**src/hw/hdmi_pkg.sv**
```systemverilog
package hdmi_pkg;

    // Sizes of a data island packet, all fixed by the HDMI format.
    localparam int subpacket_bits   = 56; // Seven bytes per subpacket.
    localparam int body_bytes       = 28; // Four subpackets of seven bytes.
    localparam int words_per_packet = 32; // One nine-bit word per enabled pixel clock.
    localparam int parity_bits      = 8;  // BCH parity appended to every block.

    // Generator x^8 + x^7 + x^6 + 1, bit-reversed for an LSB-first shift.
    localparam logic [parity_bits-1:0] ecc_poly = 8'b1000_0011;

    // Header codes.
    localparam logic [7:0] pkt_type_null = 8'h00;
    localparam logic [7:0] pkt_type_avi  = 8'h82;
    localparam logic [7:0] avi_version   = 8'h02;
    localparam logic [7:0] avi_length    = 8'h0D;

    // HB0 sits in the low byte since header bit 0 is sent first.
    typedef struct packed {
        logic [7:0] length;   // HB2.
        logic [7:0] version;  // HB1.
        logic [7:0] pkt_type; // HB0.
    } packet_header_t;

    // The builder fills the body byte by byte, the assembler reads whole subpackets.
    // Byte n falls in subpacket n/7 because both views share the same bit order.
    typedef union packed {
        logic [body_bytes-1:0][7:0]     bytes;
        logic [3:0][subpacket_bits-1:0] sub;
    } packet_body_t;

    typedef struct packed {
        packet_body_t   body;   // 224 bits.
        packet_header_t header; // 24 bits.
    } packet_t;

    typedef struct packed {
        logic [1:0] color_space;    // Y1..Y0, RGB or YCbCr format.
        logic [1:0] picture_aspect; // M1..M0.
        logic [3:0] active_format;  // R3..R0.
        logic [7:0] vic;            // Video identification code.
    } avi_config_t;

    // One serialized word, laid out as the TMDS channel bits it feeds.
    typedef struct packed {
        logic [3:0] odd;     // Odd bit of subpackets 3..0.
        logic [3:0] even;    // Even bit of subpackets 3..0.
        logic       hdr_bit; // Header bit for channel 0.
    } island_word_t;

    // Advances the BCH parity by one data bit, LSB of the block first.
    function automatic logic [parity_bits-1:0] next_ecc(
        input logic [parity_bits-1:0] ecc,
        input logic                   data_bit
    );
        logic feedback;
        feedback = ecc[0] ^ data_bit;
        return (ecc >> 1) ^ (feedback ? ecc_poly : '0);
    endfunction

endpackage

```
**src/hw/infoframe_builder.sv**
```systemverilog
`timescale 1ns/100ps

module infoframe_builder
    import hdmi_pkg::*;
(
    input  logic        clk_pixel,
    input  logic        arst_n,
    input  logic        send_req,      // One-cycle request to queue an AVI InfoFrame.
    input  avi_config_t avi_cfg,
    input  logic        credit_return, // The assembler freed its queue entry.
    output logic        pkt_valid,
    output packet_t     pkt
);

    logic [1:0] credits;     // Free entries in the assembler queue.
    logic       pending;     // A request waits for a credit.
    logic       credit_ok;   // A credit is usable in this cycle.
    logic       fire;        // Send the packet in this cycle.
    packet_t    avi_pkt;     // AVI packet formed from the current configuration.
    logic [7:0] sum;         // Running byte sum for the checksum.

    // A credit returned in this cycle may be spent at once, so the packet
    // follows the return by a single cycle.
    assign credit_ok = (credits != 2'd0) || credit_return;

    // Requests that arrive while one is pending fold into it.
    assign fire = (send_req || pending) && credit_ok;

    // Packet contents. Body byte n carries data byte PBn, and PB0 is the checksum.
    always_comb
    begin
        avi_pkt = '0;
        avi_pkt.header.pkt_type = pkt_type_avi;
        avi_pkt.header.version  = avi_version;
        avi_pkt.header.length   = avi_length;

        // PB1 holds Y1..Y0 in bits 6..5 and the active format in the low nibble.
        avi_pkt.body.bytes[1] = {1'b0, avi_cfg.color_space, 1'b0, avi_cfg.active_format};
        // PB2 carries the picture aspect in M1..M0.
        avi_pkt.body.bytes[2] = {2'b00, avi_cfg.picture_aspect, 4'b0000};
        avi_pkt.body.bytes[4] = avi_cfg.vic;  // VIC.

        // Everything but the checksum byte enters the sum.
        sum = avi_pkt.header.pkt_type + avi_pkt.header.version + avi_pkt.header.length;
        for (int i = 1; i < body_bytes; i++)
        begin
            sum = sum + avi_pkt.body.bytes[i];
        end

        // The checksum brings the sum over all 31 bytes to zero.
        avi_pkt.body.bytes[0] = 8'd0 - sum;
    end

    // Credit counter and pending request.
    always_ff @(posedge clk_pixel or negedge arst_n)
    begin
        if (!arst_n)
        begin
            credits   <= 2'd1; // The assembler queue holds one packet.
            pending   <= 1'b0;
            pkt_valid <= 1'b0;
        end
        else
        begin
            case ({credit_return, fire})
                2'b10:   credits <= credits + 2'd1; // Credit back, none spent.
                2'b01:   credits <= credits - 2'd1; // Credit spent.
                default: credits <= credits;        // Both or neither.
            endcase

            pending   <= (send_req || pending) && !fire;
            pkt_valid <= fire;
        end
    end

    // The payload is sampled with the request it answers.
    always_ff @(posedge clk_pixel)
    begin
        if (fire)
        begin
            pkt <= avi_pkt;
        end
    end

endmodule

```
**src/hw/packet_assembler.sv**
```systemverilog
`timescale 1ns/100ps

module packet_assembler
    import hdmi_pkg::*;
(
    input  logic         clk_pixel,
    input  logic         arst_n,
    input  logic         enable,        // The data island slot is active.
    input  logic         pkt_valid,
    input  packet_t      pkt,
    output logic         credit_return, // Queue entry moved into the shift stage.
    output island_word_t island_word,
    output logic         packet_start
);

    logic [$clog2(words_per_packet)-1:0] count; // Enabled cycles into the packet.

    logic    q_full;  // One-entry queue state.
    packet_t q_pkt;   // Queued packet.
    packet_t sh_pkt;  // Packet being serialized.
    packet_t null_pkt;
    packet_t cur_pkt; // Packet for the current word.
    logic    period_start;
    logic    ecc_phase; // Counts 0 to 23 carry header data.
    logic    sub_phase; // Counts 0 to 27 carry subpacket data.

    logic [4:0][parity_bits-1:0] parity_q;   // Index 4 is the header block.
    logic [4:0][parity_bits-1:0] parity_cur;
    logic [4:0][parity_bits-1:0] parity_nxt;

    logic [$bits(packet_header_t)+parity_bits-1:0] hdr_block; // Header with parity on top.
    logic [3:0][subpacket_bits+parity_bits-1:0]    sub_block; // Subpacket with parity on top.
    island_word_t word_nxt;

    // Null packet is an all-zero header and body.
    always_comb
    begin
        null_pkt = '0;
        null_pkt.header.pkt_type = pkt_type_null;
    end

    assign period_start  = enable && (count == '0);
    assign ecc_phase     = count < (words_per_packet - parity_bits);
    assign sub_phase     = count < (subpacket_bits / 2);
    assign credit_return = period_start && q_full; // The queued packet starts now.

    // At count 0 the new packet is loaded on the same edge, so read it directly.
    assign cur_pkt    = (count == '0) ? (q_full ? q_pkt : null_pkt) : sh_pkt;
    assign parity_cur = (count == '0) ? '0 : parity_q; // Parity restarts each period.

    always_comb
    begin
        hdr_block = {parity_cur[4], cur_pkt.header};
        // The header takes one bit per word.
        parity_nxt[4] = next_ecc(parity_cur[4], cur_pkt.header[count]);
        for (int i = 0; i < 4; i++)
        begin
            sub_block[i] = {parity_cur[i], cur_pkt.body.sub[i]};
            // Subpackets advance two bits per word, so 56 bits finish by count 27.
            parity_nxt[i] = next_ecc(next_ecc(parity_cur[i], sub_block[i][{count, 1'b0}]),
                                     sub_block[i][{count, 1'b1}]);
            word_nxt.even[i] = sub_block[i][{count, 1'b0}];
            word_nxt.odd[i]  = sub_block[i][{count, 1'b1}];
        end
        word_nxt.hdr_bit = hdr_block[count];
    end

    // Control state, parity and the registered outputs.
    always_ff @(posedge clk_pixel or negedge arst_n)
    begin
        if (!arst_n)
        begin
            q_full       <= 1'b0;
            count        <= '0;
            parity_q     <= '0;
            island_word  <= '0;
            packet_start <= 1'b0;
        end
        else
        begin
            if (pkt_valid)
                q_full <= 1'b1;
            else if (credit_return)
                q_full <= 1'b0;

            packet_start <= period_start; // Low whenever enable is low.

            if (enable)
            begin
                count       <= count + 1'b1; // Wraps after word 31.
                island_word <= word_nxt;
                if (ecc_phase)
                    parity_q[4] <= parity_nxt[4];
                if (sub_phase)
                    parity_q[3:0] <= parity_nxt[3:0];
            end
        end
    end

    // Payload registers.
    always_ff @(posedge clk_pixel)
    begin
        if (pkt_valid)
            q_pkt <= pkt;
        if (period_start)
            sh_pkt <= cur_pkt; // Queued or null packet for this period.
    end

endmodule

```
**src/hw/data_island_top.sv**
```systemverilog
`timescale 1ns/100ps

module data_island_top
    import hdmi_pkg::*;
(
    input  logic         clk_pixel,
    input  logic         arst_n,
    input  logic         enable,       // Data island slot is active.
    input  logic         send_req,     // Queue one AVI InfoFrame.
    input  avi_config_t  avi_cfg,
    output island_word_t island_word,  // Word toward the TERC4 encoders.
    output logic         packet_start  // First word of a packet is out.
);

    // Credit-controlled link between builder and assembler.
    logic    pkt_valid;
    packet_t pkt;
    logic    credit_return;

    infoframe_builder builder_i (
        .clk_pixel     (clk_pixel),
        .arst_n        (arst_n),
        .send_req      (send_req),
        .avi_cfg       (avi_cfg),
        .credit_return (credit_return),
        .pkt_valid     (pkt_valid),
        .pkt           (pkt)
    );

    // Sends a null packet whenever nothing is queued at the start of a period.
    packet_assembler assembler_i (
        .clk_pixel     (clk_pixel),
        .arst_n        (arst_n),
        .enable        (enable),
        .pkt_valid     (pkt_valid),
        .pkt           (pkt),
        .credit_return (credit_return),
        .island_word   (island_word),
        .packet_start  (packet_start)
    );

endmodule

```
**config.mk**
```make
export PLATFORM = sky130hd
export DESIGN_NAME = data_island_top
export DESIGN_NICKNAME = d
export VERILOG_FILES = /design/src/hw/hdmi_pkg.sv /design/src/hw/infoframe_builder.sv /design/src/hw/packet_assembler.sv /design/src/hw/data_island_top.sv
export SDC_FILE = /design/constraint.sdc
export NUM_CORES = 1
export LEC_CHECK = 0
export ABC_CLOCK_PERIOD_IN_PS = 10500
export BUFFER_PORTS_ARGS = -buffer_cell sky130_fd_sc_hd__buf_2
export CORE_AREA = 2 2 166 168
export CTS_CLUSTER_DIAMETER = 200
export CTS_CLUSTER_SIZE = 20
export DETAILED_ROUTE_END_ITERATION = 6
export DIE_AREA = 0 0 168 170
export PLACE_DENSITY = 0.8
export REMOVE_ABC_BUFFERS = 1
export SLEW_MARGIN = 20
export SYNTH_ARGS = -nofsm -noshare
export SYNTH_HDL_FRONTEND = slang
export SYNTH_SLANG_ARGS = --single-unit
```
**constraint.sdc**
```tcl
create_clock -name clk_pixel -period 10.5 [get_ports clk_pixel]
set_input_delay 2.1 -clock clk_pixel [delete_from_list [all_inputs] [get_ports clk_pixel]]
set_output_delay 2.1 -clock clk_pixel [all_outputs]
set_load 0.02 [all_outputs]
```
## Word-level counts from Yosys, hierarchy flattened

Cells that the tools add are included.
Widths: inputs -> output; s select.

- Latch bits: 0
- Register bits after elaboration: 356
- Memories: 0
- ROM bits: 0
- Memory bits (writable): 0
- Output and inout bits: 10
- Bits of input ports: 20
- Logic and storage cells: 100

- Magnitude comparators: 5
- $add $sub $neg: 7
- Equality and inequality tests: 2
- Div/mod/pow operators: 0
- Mux-type cells: 35
- $mul: 0
- Shifts and indexed selects: 0
- Reductions and logical operators: 13
- Bitwise operators: 18

Operators with widths:

| cell | number |
|---|---|
| $mux 248 | 1 |
| $mux 8 | 9 |
| $xor 7x8->8 | 9 |
| $mux 64 | 1 |
| $bmux 1 s5 | 10 |
| $mux 40 | 1 |
| $lt 6x7->1 const B | 2 |
| $mux 1 | 12 |
| $lt 5x5->1 const B | 2 |
| $xor 1x1->1 | 9 |
| $add 8x6->8 | 1 |
| $add 8x7->8 const A | 1 |
| $add 8x8->8 | 1 |
| $sub 1x8->8 const A | 1 |
| $lt 5x6->1 const B | 1 |
| $reduce_bool 2->1 | 3 |
| $add 5x1->5 const B | 1 |
| $logic_not 5->1 | 1 |
| $logic_and 1x1->1 | 4 |
| $pmux 2 s2 | 1 |
| $reduce_and 2->1 | 2 |
| $add 2x1->2 const B | 1 |
| $eq 2x1->1 const B | 1 |
| $eq 2x2->1 const B | 1 |
| 3 further kinds | 4 |

## Logic depth before layout (Yosys ltp)

Gate-level depths: netlist of run 1.

- Depth after elaboration: 10
- Mapped depth: 15

## By module

A second synthesis of run 1 with hierarchy kept.

- Cell total of the unflattened synthesis: 2385
- Area, all modules: 27926.8 um^2

By module, submodules not included:

| module | area an instance (um^2) | cells each | times used | seq. area each (um^2) |
|---|---|---|---|---|
| packet_assembler | 24972.7 | 2078 | 1 | 16295.6 |
| infoframe_builder | 2954.1 | 307 | 1 | 822.0 |

## Worst setup path before layout of run 1

OpenSTA, ideal clock, no wires.

- Path kind: input -> register
- Start: in enable
- End: reg assembler_i.packet_start
- Path buffers: 1
- Arrival: 7.323 ns
- Cell stages on the path: 3
- Data required time: 9.853 ns
- Library setup time: 0.647 ns
- Path slack: 2.530 ns
- Path through: clkbuf_1 nand2_1 inv_1

- Longest elaborated chain between the ends: 1

RTL lines:

| what | line | RTL |
|---|---|---|
| start: declaration | data_island_top.sv:8 | `input logic enable,` |
| $logic_and 1x1->1 | packet_assembler.sv:42 | `assign period_start = enable && (count == '0);` |
| named net assembler_i.period_start | packet_assembler.sv:23 | `logic period_start;` |
| end signal: assignment | packet_assembler.sv:86 | `packet_start <= period_start;` |
| end: declaration | packet_assembler.sv:13 | `output logic packet_start` |

The timed path passes the listed nets, and every way through them passes these cells.
A chain may end at the register's enable or synchronous reset.

## Worst setup path in the final report of run 1

- Start: reg assembler_i.count[0]
- End: reg assembler_i.parity_q[9] in the netlist's numbering

- Longest elaborated chain between the ends: 10
- Elaborated cells between the ends (all ways): 15
- Those cells by class: order compare (1); mux (8); bitwise (4); reduce/logical (2)

RTL lines:

| what | line | RTL |
|---|---|---|
| start: declaration | packet_assembler.sv:16 | `logic [$clog2(words_per_packet)-1:0] count;` |
| start signal: assignment | packet_assembler.sv:90 | `count <= count + 1'b1;` |
| $logic_not 5->1 | packet_assembler.sv:48, packet_assembler.sv:49 |  |
| $mux 248 or $mux 40 (tied branches) | packet_assembler.sv:48, packet_assembler.sv:49 |  |
| $bmux 1 s5 | packet_assembler.sv:60 | `parity_nxt[i] = next_ecc(next_ecc(parity_cur[i], sub_block[i][{count, 1'b0}]),` |
| $mux 1 (not written as such) | packet_assembler.sv:60 |  |
| $xor 1x1->1 | hdmi_pkg.sv:57 | `feedback = ecc[0] ^ data_bit;` |
| $mux 8 | hdmi_pkg.sv:58 | `return (ecc >> 1) ^ (feedback ? ecc_poly : '0);` |
| $xor 7x8->8 | hdmi_pkg.sv:58 |  |
| $xor 1x1->1 | hdmi_pkg.sv:57 |  |
| $mux 8 | hdmi_pkg.sv:58 |  |
| $xor 7x8->8 | hdmi_pkg.sv:58 |  |
| end: declaration | packet_assembler.sv:27 | `logic [4:0][parity_bits-1:0] parity_q;` |

Several ways; a longest one is shown, not always the timed one. The select of a mux whose other input is x is not followed.

==> results of run 1 <==
-- registers in the layout, indices dropped and copies added (netlist names) --
name and cells:
builder_i.credits 2, assembler_i.island_word 9, assembler_i.packet_start 1, builder_i.pkt_valid 1, assembler_i.sh_pkt 248, assembler_i.parity_q 40, builder_i.pkt 24, assembler_i.q_full 1
assembler_i.count 5, builder_i.pending 1, assembler_i.q_pkt 24
-- layout make-up --
class / count / area (um^2) / area share
Multi-Input combinational cell: 772 / 5790 / 0.329
Tap cell: 341 / 427 / 0.0243
Sequential cell: 356 / 10400 / 0.591
Timing Repair Buffer: 43 / 254 / 0.0144
Inverter: 27 / 109 / 0.00619
Clock buffer: 37 / 607 / 0.0345
-- worst max-delay path: stages (launching register included) --
cell and delay [ns]:
dfrtp_4 0.70, clkinv_1 0.57, ha_1 0.44, or4b_4 0.63
buf_4 0.89, nand3_1 0.37, o221ai_1 0.28, a21oi_1 0.06
a21oi_1 0.36, xnor2_1 0.29, mux2i_1 0.24, o2111ai_1 0.12
-- power by group --
group,internal (mW),switching [mW]
logic,0.788,0.997
clock network,0.394,0.444
registers,1.80,0.199
-- metrics by stage --
step / area (um^2) / hold slack, ns
floorplan: 16300 / 0.400
global placement: 17000 / 0.402
detailed placement: 17000 / 0.405
CTS: 17600 / 0.423
global route: 17600 / 0.427
finish: 17600 / 0.416
-- layout by cell type, fill, tap and decap left out, types with 21 or more instances in the layout --
cell type | synthesis | routed
clkbuf_16 | 0 | 22
buf_2 | 12 | 29
o21ai_0 | 39 | 39
nand2_1 | 132 | 132
mux2i_1 | 50 | 50
xnor2_1 | 31 | 31
dfrtp_1 | 59 | 57
a21oi_1 | 25 | 25
mux4_2 | 42 | 42
inv_1 | 25 | 24
edfxtp_1 | 296 | 296
and2_1 | 222 | 222
nand3_1 | 38 | 38
mux2_2 | 21 | 21
-- routing by layer --
| layer | routed length (um) | GRT usage | vias up |
|---|---|---|---|
| met5 | 0 | 0 | - |
| met4 | 773 | 0.0578 | 0 |
| met3 | 1370 | 0.0249 | 48 |
| met2 | 14700 | 0.361 | 244 |
| met1 | 13800 | 0.319 | 4751 |
| li1 | - | - | 4444 |
-- cells in the mapped netlist, types with 2 or more instances --
cell type  number  area, um^2
edfxtp_1      296        8890
and2_1        222        1390
nand2_1       132         495
dfrtp_1        59        1480
clkbuf_1       52         195
mux2i_1        50         500
mux4_2         42         946
o21ai_0        39         195
nand3_1        38         190
xnor2_1        31         272
a21oi_1        25         125
inv_1          25        93.8
mux2_2         21         236
nor2_1         20        75.1
xor2_1         16         140
buf_1          14        52.6
ha_1           14         175
buf_2          12        60.1
a211oi_1       10        75.1
o22ai_1        10        62.6
nor3_1          7        35.0
o221ai_1        7        61.3
buf_4           6        45.0
nand4_1         6        37.5
o211ai_1        6        45.0
a22o_1          5        43.8
nor4_1          5        31.3
o2111ai_1       5        43.8
o21ai_1         5        25.0
or3_1           5        31.3
a31oi_1         4        25.0
buf_6           4        45.0
fa_1            4        80.1
nor2b_1         4        25.0
a2111oi_0       3        26.3
a21o_1          3        22.5
a221o_1         3        30.0
and3_1          3        18.8
nand2b_1        3        18.8
o21a_1          3        22.5
clkinv_1        2        7.51
-- final timing paths --
kind                            cells past startpoint                             start                                   end
worst max-delay path                               11  assembler_i.count[0]$_DFFE_PN0P_   assembler_i.parity_q[9]$_DFFE_PN0P_
worst min-delay path                                0       builder_i.pkt[32]$_DFFE_PP_       assembler_i.q_pkt[32]$_DFFE_PP_
worst max register to register                     11  assembler_i.count[0]$_DFFE_PN0P_   assembler_i.parity_q[9]$_DFFE_PN0P_
worst min register to register                      0       builder_i.pkt[32]$_DFFE_PP_       assembler_i.q_pkt[32]$_DFFE_PP_
max in group asynchronous                           2                            arst_n      assembler_i.count[0]$_DFFE_PN0P_
min in group asynchronous                           2                            arst_n  assembler_i.parity_q[18]$_DFFE_PN0P_
-- cells by family (layout without fill, tap and decap cells) --
group                    Yosys count  count (layout)  synth area share
AND/OR/NAND/NOR                  453             453             0.145
adder cells (fa/ha/maj)           18              18            0.0153
XOR/XNOR                          47              47            0.0247
buffers and inverters            115             107            0.0300
flip-flops                       356             356             0.624
multiplexers                     114             114             0.102
AO/OA/AOI/OAI                    140             140            0.0587
==> summary.md, run 1 <==
| Metric | Value |
|---|---|
| Final Util | 0.660 |
| Final WL | 30,700 um |
| Layout cell share with drive strength beyond 1 | 0.117 |
| Max-Cap Viols | 0 |
| Setup bufs post-CTS | 0 |
| Filler cell count in the final layout | 1,879 |
| Worst skew pair latency | 0.53 ns |
| # diodes | 0 |
| Initial DRC count | 1,028 |
| Pre-CTS setup slack | 5.36 ns |
| Syn-to-layout area delta | 5.55% |
| Hold Crit Class | reg2reg |
| First-pass GRT wire length | 50,000 um |
| Non-Filler Instances | 1,576 |
| Total of warnings raised by yosys | 0 |
| WP data arrival | 5.55 ns |
| Starting Density | 0.625 |
| Crit. End Element | flop |
| DRC violations left | 1 |
| Worst slew margin | 0.253 |
| Tot GR Track Use | 0.220 |
| Grt total ovfl | 0 |
| Max rail drop VDD | 0.000136 V |
| Io pins | 30 |
| Hold Buf Count CTS | 0 |
| Die width | 168 um |
| Max-slew violation count | 0 |
| DR WL/cell | 19.5 um |
| Mapped Area | 16,700 um^2 |
| Clk slew on worst S/H paths | 0.09 ns |
| Vias per cell | 6.02 |
| Power Dens Cells | 263 nW/um^2 |
| Final min period | 5.16 ns |
| DP HPWL | 19,000 um |
| # setup viols final | 0 |
| Htree depth | 1 |
| Clock buffer depth | 3 |
| Inst Count DP | 1,539 |
| Ys async rst share | 0.169 |
| Setup Skew | 0.0138 ns |
| Syn Inst Count | 1,243 |
| Post-synth EDFFs | 296 |
| Largest net degree at the start of global routing | 157 |
| Unrepaired setup endpoints after global routing | false |
| DRT antenna net count | 0 |
| Number of global-route vias before repair | 9,423 |
| Average cell area after synthesis | 13.4 um^2 |
| Drt first pass iters | 7 |
| CP startpoint kind | flop |
| CTS resizes | 0 |
| Setup TNS | 0 ns |
| Num rows | 60 |
| I/O Buffers | 29 |
| Post-synthesis sequential area ratio | 0.624 |
| Fmax | 194 MHz |
| Initial antenna violation count | 0 |
| Pleak | 6.22 nW |
| Slew @ Worst Pin | 1.12 ns |
| Synth Register Bits | 356 |
| Die area | 28,600 um^2 |
| TritonCTS clock tree | done |
| R2R Setup Slk | 5.34 ns |
| Gp weighted congestion | 0.816 |
| Tcrit/Tclk final | 0.491 |
| Root buffer cell | clkbuf_16 |
| Setup slack after layout | 5.34 ns |
| Chip Height | 170 um |
| Critical path required time | 10.89 ns |
| Via count | 9,487 |
| Status | complete, but fails checks |
| Crit Path Class | reg2reg |
| Primary FF master, synth | edfxtp_1 |
| CTS buffer count | 21 |
| Yosys cell types | 63 |
| Final Hold Viols | 0 |
| Core area | 26,700 um^2 |
| Max Fanout on Critical Path | 133 |
| Violated checks | design-rule violations |
| Total Nets Final | 1,259 |
| Sink Count | 356 |
| Tot Pwr | 4.62 mW |
No activity file was read; power rests on OpenSTA's default activity.
==> inputs of run 2 (changes only) <==
--- a/config.mk
+++ b/config.mk
@@ -5,7 +5,7 @@
 export SDC_FILE = /design/constraint.sdc
 export NUM_CORES = 1
 export LEC_CHECK = 0
-export ABC_CLOCK_PERIOD_IN_PS = 10500
+export ABC_CLOCK_PERIOD_IN_PS = 5000
 export BUFFER_PORTS_ARGS = -buffer_cell sky130_fd_sc_hd__buf_2
 export CORE_AREA = 2 2 166 168
 export CTS_CLUSTER_DIAMETER = 200
==> constraint.sdc (replaced) <==
create_clock -name clk_pixel -period 5 [get_ports clk_pixel]
set_input_delay 1 -clock clk_pixel [delete_from_list [all_inputs] [get_ports clk_pixel]]
set_output_delay 1 -clock clk_pixel [all_outputs]
set_load 0.02 [all_outputs]
==> run 2 against run 1 <==
  * The run now ends clean
  * Sequential share of layout area fell by 0.44 points
  * Maximum frequency grew 38%
  * Final cell count up 0.76%
  * Flip-flop and latch count is the same
  * Utilization grew 0.49 points
  * Final area is 0.75% higher
  * Critical path type unchanged
  * Largest cell class unchanged
==> summary.md, run 2 (synthesis gave the netlist of run 1 again) <==
| Metric | Value |
|---|---|
| Status | completed |
| DP HPWL | 19,900 um (+4.7%) |
| P_int | 6.31 mW (+110%) |
| Syn-to-layout area delta | 6.34% |
| Largest net degree at the start of global routing | 102 (-35%) |
| Setup Skew | 0.0201 ns (+0.00626 ns) |
| Initial DRC count | 945 (-8.1%) |
| Critical path required time | 5.39 ns (-5.50 ns) |
| Inst Count DP | 1,551 (+0.78%) |
| Total net switching power | 3.51 mW (+110%) |
| Critical R2R Launch | assembler_i.count[1]$_DFFE_PN0P_ |
| Clk slew on worst S/H paths | 0.09 ns (about the same) |
| Fmax | 267 MHz (+38%) |
| # setup viols final | 0 (unchanged) |
| Grt total ovfl | 0 (unchanged) |
| Final min period | 3.75 ns (-1.41 ns) |
| Io pins | 30 (unchanged) |
| Pleak | 6.29 nW (+1.2%) |
| Core area | 26,700 um^2 (unchanged) |
| Max FFs per register | 248 (unchanged) |
| Final Hold Viols | 0 (unchanged) |
| Gate power share | 0.401 (+0.015) |
| Power Dens Cells | 555 nW/um^2 (+110%) |
| CP max stage cell | or4b_4 |
| WP data arrival | 4.14 ns (-1.41 ns) |
| CTS resizes | 0 (unchanged) |
| Slew @ Worst Pin | 1.02 ns (-0.0941 ns) |
| Clock power share | 0.179 (-0.002) |
| Final WL | 32,000 um (+4.2%) |
| Starting Density | 0.625 (unchanged) |
| DRT antenna net count | 0 (unchanged) |
| Number of global-route vias before repair | 9,708 (+3.0%) |
| Max-slew violation count | 0 (unchanged) |
| Critical Path Source | assembler_i.count[1]$_DFFE_PN0P_ |
| DR WL/cell | 20.1 um (+3.5%) |
| Htree depth | 1 (unchanged) |
| Non-Filler Instances | 1,588 (+0.76%) |
| Max-Cap Viols | 0 (unchanged) |
| Vias per cell | 6.12 (+1.7%) |
| Initial antenna violation count | 0 (unchanged) |
| CTS buffer count | 21 (unchanged) |
| CP startpoint kind | flop |
| Num rows | 60 (unchanged) |
| Crit path largest cell delay | 0.80 ns (-0.09 ns) |
| Biggest register | assembler_i.sh_pkt |
| Tcrit/Tclk final | 0.750 (+0.258) |
| Worst skew pair latency | 0.52 ns (about the same) |
| Unrepaired setup endpoints after global routing | false |
| I/O Buffers | 29 (unchanged) |
| Final Util | 0.665 (+0.00493) |
| Hold Crit Class | reg2reg |
| Total Nets Final | 1,271 (+0.95%) |
| Crit. End Element | flop |
| TritonCTS clock tree | done |
| Via count | 9,724 (+2.5%) |
| Die width | 168 um (unchanged) |
| Filler cell count in the final layout | 1,828 (-2.7%) |
| Sw Ratio | 0.358 (+0.00290) |
| Sequential fraction of design power | 0.420 (-0.012) |
| Die area | 28,600 um^2 (unchanged) |
| Hold path startpoint | builder_i.pkt[27]$_DFFE_PP_ |
| Setup bufs post-CTS | 0 (unchanged) |
| DRC violations left | 0 (-1) |
| Root buffer cell | clkbuf_16 |
| Sink Count | 356 (unchanged) |
| Tot GR Track Use | 0.230 (+0.00973) |
| Most common cell after layout, fill and taps aside | edfxtp_1 |
| Cell breakdown of the critical path | inv_1 > ha_1 > or4b_4 > nand3_1 > o22ai_1 > a211oi_1 > a21oi_1 > xnor2_1 > mux2i_1 > o2111ai_1 |
| # diodes | 0 (unchanged) |
| Crit Path Class | reg2reg |
| Largest registers | assembler_i.sh_pkt x248, assembler_i.parity_q x40 |
| Worst slew margin | 0.316 (+0.0626) |
| Most frequent cells in the layout | 296 x edfxtp_1, 222 x and2_1, 132 x nand2_1 |
| First-pass GRT wire length | 52,400 um (+4.7%) |
| R2R Setup Slk | 1.25 ns (-4.09 ns) |
| Hold Buf Count CTS | 0 (unchanged) |
| Layout cell share with drive strength beyond 1 | 0.126 (+0.00849) |
| Max Fanout on Critical Path | 69 (-48%) |
| Max rail drop VDD | 0.000487 V (+260%) |
| Gp weighted congestion | 0.846 (+3.8%) |
| Clock buffer depth | 3 (unchanged) |
| Drt first pass iters | 5 (-2) |
| Chip Height | 170 um (unchanged) |
run 2: worst paths after layout:
path / to / cells past startpoint
setup / recovery: assembler_i.parity_q[25]$_DFFE_PN0P_ / 10
max in group asynchronous: assembler_i.count[1]$_DFFE_PN0P_ / 2
min in group asynchronous: assembler_i.island_word[7]$_DFFE_PN0P_ / 2
hold reg to reg: assembler_i.q_pkt[27]$_DFFE_PP_ / 0
hold / removal: assembler_i.q_pkt[27]$_DFFE_PP_ / 0
setup reg to reg: assembler_i.parity_q[25]$_DFFE_PN0P_ / 10
run 2: power by group through the flow:
stage | sequential (mW) | clock, mW | combinational (mW)
5_1_grt | 4.18 | 1.88 | 4.27
6_report | 4.13 | 1.76 | 3.93
2_1_floorplan | 4.40 | 0 | 2.71
3_5_place_dp | 4.17 | 0 | 3.92
3_3_place_gp | 4.16 | 0 | 3.79
4_1_cts | 4.12 | 1.79 | 3.93
run 2: metrics by stage:
stage	hold WS, ns	setup TNS, ns	worst slack [ns]	total power, mW	instance area, um^2
after floorplan	0.400	-2605.38	-5.64	7.12	16300
after global placement	0.400	0	1.43	7.95	17100
after detailed placement	0.405	0	1.32	8.09	17100
after CTS	0.423	0	1.31	9.84	17700
after global routing	0.427	0	0.985	10.3	17700
final	0.421	0	1.25	9.82	17700
run 2: final cells by class:
| type | count | area, um^2 | area share |
|---|---|---|---|
| multi-input combinational | 772 | 5780 | 0.326 |
| clock buffer | 37 | 607 | 0.0343 |
| inverter | 27 | 109 | 0.00615 |
| timing repair buffer | 55 | 390 | 0.0220 |
| tap | 341 | 427 | 0.0241 |
| sequential | 356 | 10400 | 0.587 |
run 2: routing by layer:
| layer | up-vias | track usage | wire, um |
|---|---|---|---|
| met5 | - | 0 | 0 |
| met4 | 0 | 0.0809 | 1100 |
| met3 | 64 | 0.0305 | 1910 |
| met2 | 351 | 0.360 | 15000 |
| met1 | 4842 | 0.336 | 14000 |
| li1 | 4467 | - | - |
run 2: critical path, delay by kind of cell (launching register included):
| family | cells | cell delay [ns] |
|---|---|---|
| compound gates | 4 | 0.65 |
| buf+inv | 1 | 0.35 |
| mux | 1 | 0.28 |
| fa+ha+maj | 1 | 0.28 |
| xor+xnor | 1 | 0.42 |
| simple gates | 2 | 1.14 |
| flops | 1 | 0.48 |
==> inputs of run 3 (changes only) <==
--- a/config.mk
+++ b/config.mk
@@ -5,14 +5,14 @@
 export SDC_FILE = /design/constraint.sdc
 export NUM_CORES = 1
 export LEC_CHECK = 0
-export ABC_CLOCK_PERIOD_IN_PS = 5000
+export ABC_CLOCK_PERIOD_IN_PS = 3200
 export BUFFER_PORTS_ARGS = -buffer_cell sky130_fd_sc_hd__buf_2
-export CORE_AREA = 2 2 166 168
+export CORE_AREA = 2 2 174 176
 export CTS_CLUSTER_DIAMETER = 200
 export CTS_CLUSTER_SIZE = 20
 export DETAILED_ROUTE_END_ITERATION = 6
-export DIE_AREA = 0 0 168 170
-export PLACE_DENSITY = 0.8
+export DIE_AREA = 0 0 176 178
+export PLACE_DENSITY = 0.77
 export REMOVE_ABC_BUFFERS = 1
 export SLEW_MARGIN = 20
 export SYNTH_ARGS = -nofsm -noshare
==> constraint.sdc (replaced) <==
create_clock -name clk_pixel -period 3.2 [get_ports clk_pixel]
set_input_delay 0.64 -clock clk_pixel [delete_from_list [all_inputs] [get_ports clk_pixel]]
set_output_delay 0.64 -clock clk_pixel [all_outputs]
set_load 0.02 [all_outputs]
==> run 3 against run 2 <==
  * Register-to-register slack worse by 1.1 ns
  * Power up 59%
  * Sequential power up 54%
  * Worst setup slack worse by 1.1 ns
  * Clock skew down 0.0090 ns
  * Global-route usage down 2.3 points
  * Critical path depth up 1
  * Final area up 2.1%
  * Count of clock-buffer cells in the layout unchanged
  * Final cell count up 4.7%
  * Combinational power up 65%
  * Largest power group is now combinational logic
==> summary.md, run 3 (synthesis gave the netlist of run 1 again) <==
| Metric | Value |
|---|---|
| Number of global-route vias before repair | 9,567 (-1.5%) |
| Via count | 9,614 (-1.1%) |
| Filler cell count in the final layout | 2,186 (+20%) |
| Worst slew margin | 0.354 (+0.0382) |
| Fmax | 327 MHz (+23%) |
| Hold slack | 0.182 ns (-0.239 ns) |
| Io pins | 30 (unchanged) |
| Root buffer cell | clkbuf_16 |
| CTS buffer count | 21 (unchanged) |
| Sw Ratio | 0.350 (-0.00761) |
| Seq. cell area | 10,400 um^2 (unchanged) |
| Vias per cell | 5.78 (-5.5%) |
| Cell breakdown of the critical path | inv_1 > ha_1 > or4b_4 > buf_6 > a21oi_1 > a2111oi_0 > nor4_1 > a31oi_2 > xnor2_2 > xor2_1 > o21ai_1 |
| WP data arrival | 3.47 ns (-0.67 ns) |
| Biggest register | assembler_i.sh_pkt |
| # setup viols final | 0 (unchanged) |
| P_int | 10.2 mW (+61%) |
| Gate power share | 0.414 (+0.013) |
| Initial antenna violation count | 0 (unchanged) |
| Setup bufs post-CTS | 0 (unchanged) |
| Clk slew on worst S/H paths | 0.08 ns (about the same) |
| Syn-to-layout area delta | 8.59% |
| Pleak | 6.46 nW (+2.8%) |
| Die width | 176 um (+4.8%) |
| Final WL | 31,500 um (-1.5%) |
| Worst path bufs/invs | 2 (+1) |
| Die area | 31,300 um^2 (+9.7%) |
| DR WL/cell | 18.9 um (-5.9%) |
| DRC violations left | 0 (unchanged) |
| Max Fanout on Critical Path | 42 (-39%) |
| Drt first pass iters | 5 (unchanged) |
| Grt total ovfl | 0 (unchanged) |
| CP Depth | 11 (+1) |
| Multi-input logic area | 5820 um^2 (+0.63%) |
| Gp weighted congestion | 0.804 (-5.0%) |
| Most frequent cells in the layout | 296 x edfxtp_1, 222 x and2_1, 131 x nand2_1 |
| Initial DRC count | 819 (-13%) |
| Tot GR Track Use | 0.206 (-0.0233) |
| Unrepaired setup endpoints after global routing | true |
| Htree depth | 1 (unchanged) |
| Status | completed |
| Num rows | 63 (+5.0%) |
| Setup slack after layout | 0.142 ns (-1.11 ns) |
| Setup Skew | 0.0111 ns (-0.00900 ns) |
| Pre-CTS setup slack | -0.0324 ns (-1.35 ns) |
| Final min period | 3.06 ns (-0.690 ns) |
| Largest net degree at the start of global routing | 102 (unchanged) |
| Crit. End Element | flop |
| Total net switching power | 5.47 mW (+56%) |
| Slew @ Worst Pin | 0.962 ns (-0.0622 ns) |
| I/O Buffers | 29 (unchanged) |
| Max-Cap Viols | 0 (unchanged) |
| Largest registers | assembler_i.sh_pkt x248, assembler_i.parity_q x40 |
| Sink Count | 356 (unchanged) |
| Chip Height | 178 um (+4.7%) |
| Worst reg-to-reg path cell count | 11 (+1) |
| Tcrit/Tclk final | 0.956 (+0.206) |
| Total Nets Final | 1,296 (+2.0%) |
| Clock power share | 0.177 (-0.002) |
| Hold Crit Class | in2async |
| Most common cell after layout, fill and taps aside | edfxtp_1 |
| DP HPWL | 20,200 um (+1.8%) |
| Crit path largest cell delay | 0.61 ns (-0.19 ns) |
| Crit Path Class | reg2reg |
| Clock buffer depth | 3 (unchanged) |
| CP max stage cell | or4b_4 |
| Sequential fraction of design power | 0.409 (-0.011) |
| Worst skew pair latency | 0.53 ns (about the same) |
| First-pass GRT wire length | 51,700 um (-1.3%) |
| Max rail drop VDD | 0.000675 V (+39%) |
| Max FFs per register | 248 (unchanged) |
| Critical path's top delay family | simple AND/OR/NAND/NOR gates |
| Layout cell share with drive strength beyond 1 | 0.148 (+0.0219) |
| Power Dens Cells | 864 nW/um^2 (+56%) |
| TritonCTS clock tree | done |
| Critical path required time | 3.61 ns (-1.78 ns) |
| DRT antenna net count | 0 (unchanged) |
| Max-slew violation count | 0 (unchanged) |
| Starting Density | 0.567 (-0.0585) |
| CP startpoint kind | flop |
| Final Hold Viols | 0 (unchanged) |
| # diodes | 0 (unchanged) |
| Core area | 29,400 um^2 (+10%) |
-- run 3: cell count changes in the layout (fill, tap and decap cells not counted), moves of 2 or more --
cell | before | now
buf_4 | 22 | 39
buf_12 | 4 | 7
buf_6 | 0 | 3
xnor2_1 | 31 | 28
xnor2_2 | 0 | 3
buf_16 | 0 | 2
nand3_1 | 38 | 36
nand3_2 | 0 | 2
-- run 3: stage by stage --
step           area, um^2  cells  power (mW)  setup TNS (ns)  utilization
6_report            18100   1662        15.6               0        0.615
3_3_place_gp        17400   1625        12.6               0        0.592
5_1_grt             18100   1662        16.5         -0.0474        0.615
4_1_cts             18000   1662        15.6               0        0.613
2_1_floorplan       16300   1155        11.1        -3644.50            -
3_5_place_dp        17400   1625        12.8         -0.0324        0.592
-- run 3: worst reg2reg max path, stage by stage, from the launching register on --
cell and delay, ns:
dfrtp_4 0.50, inv_1 0.09, ha_1 0.21, or4b_4 0.61, buf_6 0.25, a21oi_1 0.15, a2111oi_0 0.08, nor4_1 0.37
a31oi_2 0.22, xnor2_2 0.23, xor2_1 0.17, o21ai_1 0.07
-- run 3: routing by layer --
metal	wire length (um)	vias up	GRT usage
li1	-	4513	-
met1	14100	4827	0.295
met2	15200	227	0.343
met3	1460	47	0.0247
met4	714	0	0.0499
met5	0	-	0
-- run 3: power by group through the flow --
stage	sequential (mW)	combinational, mW	clock (mW)
6_report	6.38	6.47	2.76
5_1_grt	6.47	7.08	2.97
4_1_cts	6.38	6.40	2.82
3_5_place_dp	6.47	6.37	0
3_3_place_gp	6.45	6.17	0
2_1_floorplan	6.88	4.24	0
-- run 3: layout make-up --
type | instances | area share
flip-flops and latches | 356 | 0.575
inverters | 27 | 0.00602
clock buffers | 37 | 0.0336
well taps | 390 | 0.0270
multi-input cells | 772 | 0.322
repair buffers | 80 | 0.0369
-- run 3: final timing paths --
check	endpoint	start	slack, ns
max in group asynchronous	assembler_i.island_word[2]$_DFFE_PN0P_	arst_n	2.36
min in group clk_pixel	builder_i.pkt[60]$_DFFE_PP_	avi_cfg[4]	0.30
min reg2reg	assembler_i.q_pkt[37]$_DFFE_PP_	builder_i.pkt[37]$_DFFE_PP_	0.42
max reg2reg	assembler_i.parity_q[7]$_DFFE_PN0P_	assembler_i.count[1]$_DFFE_PN0P_	0.14
max	assembler_i.parity_q[7]$_DFFE_PN0P_	assembler_i.count[1]$_DFFE_PN0P_	0.14
min	builder_i.credits[1]$_DFFE_PN0P_	arst_n	0.18
-- run 3: repair_timing --
item / CTS / global route
setup endpoints to repair: 1 / 6
pin swaps: 0 / 2
hold buffers: 0 / 0
gates resized for setup: 1 / 10
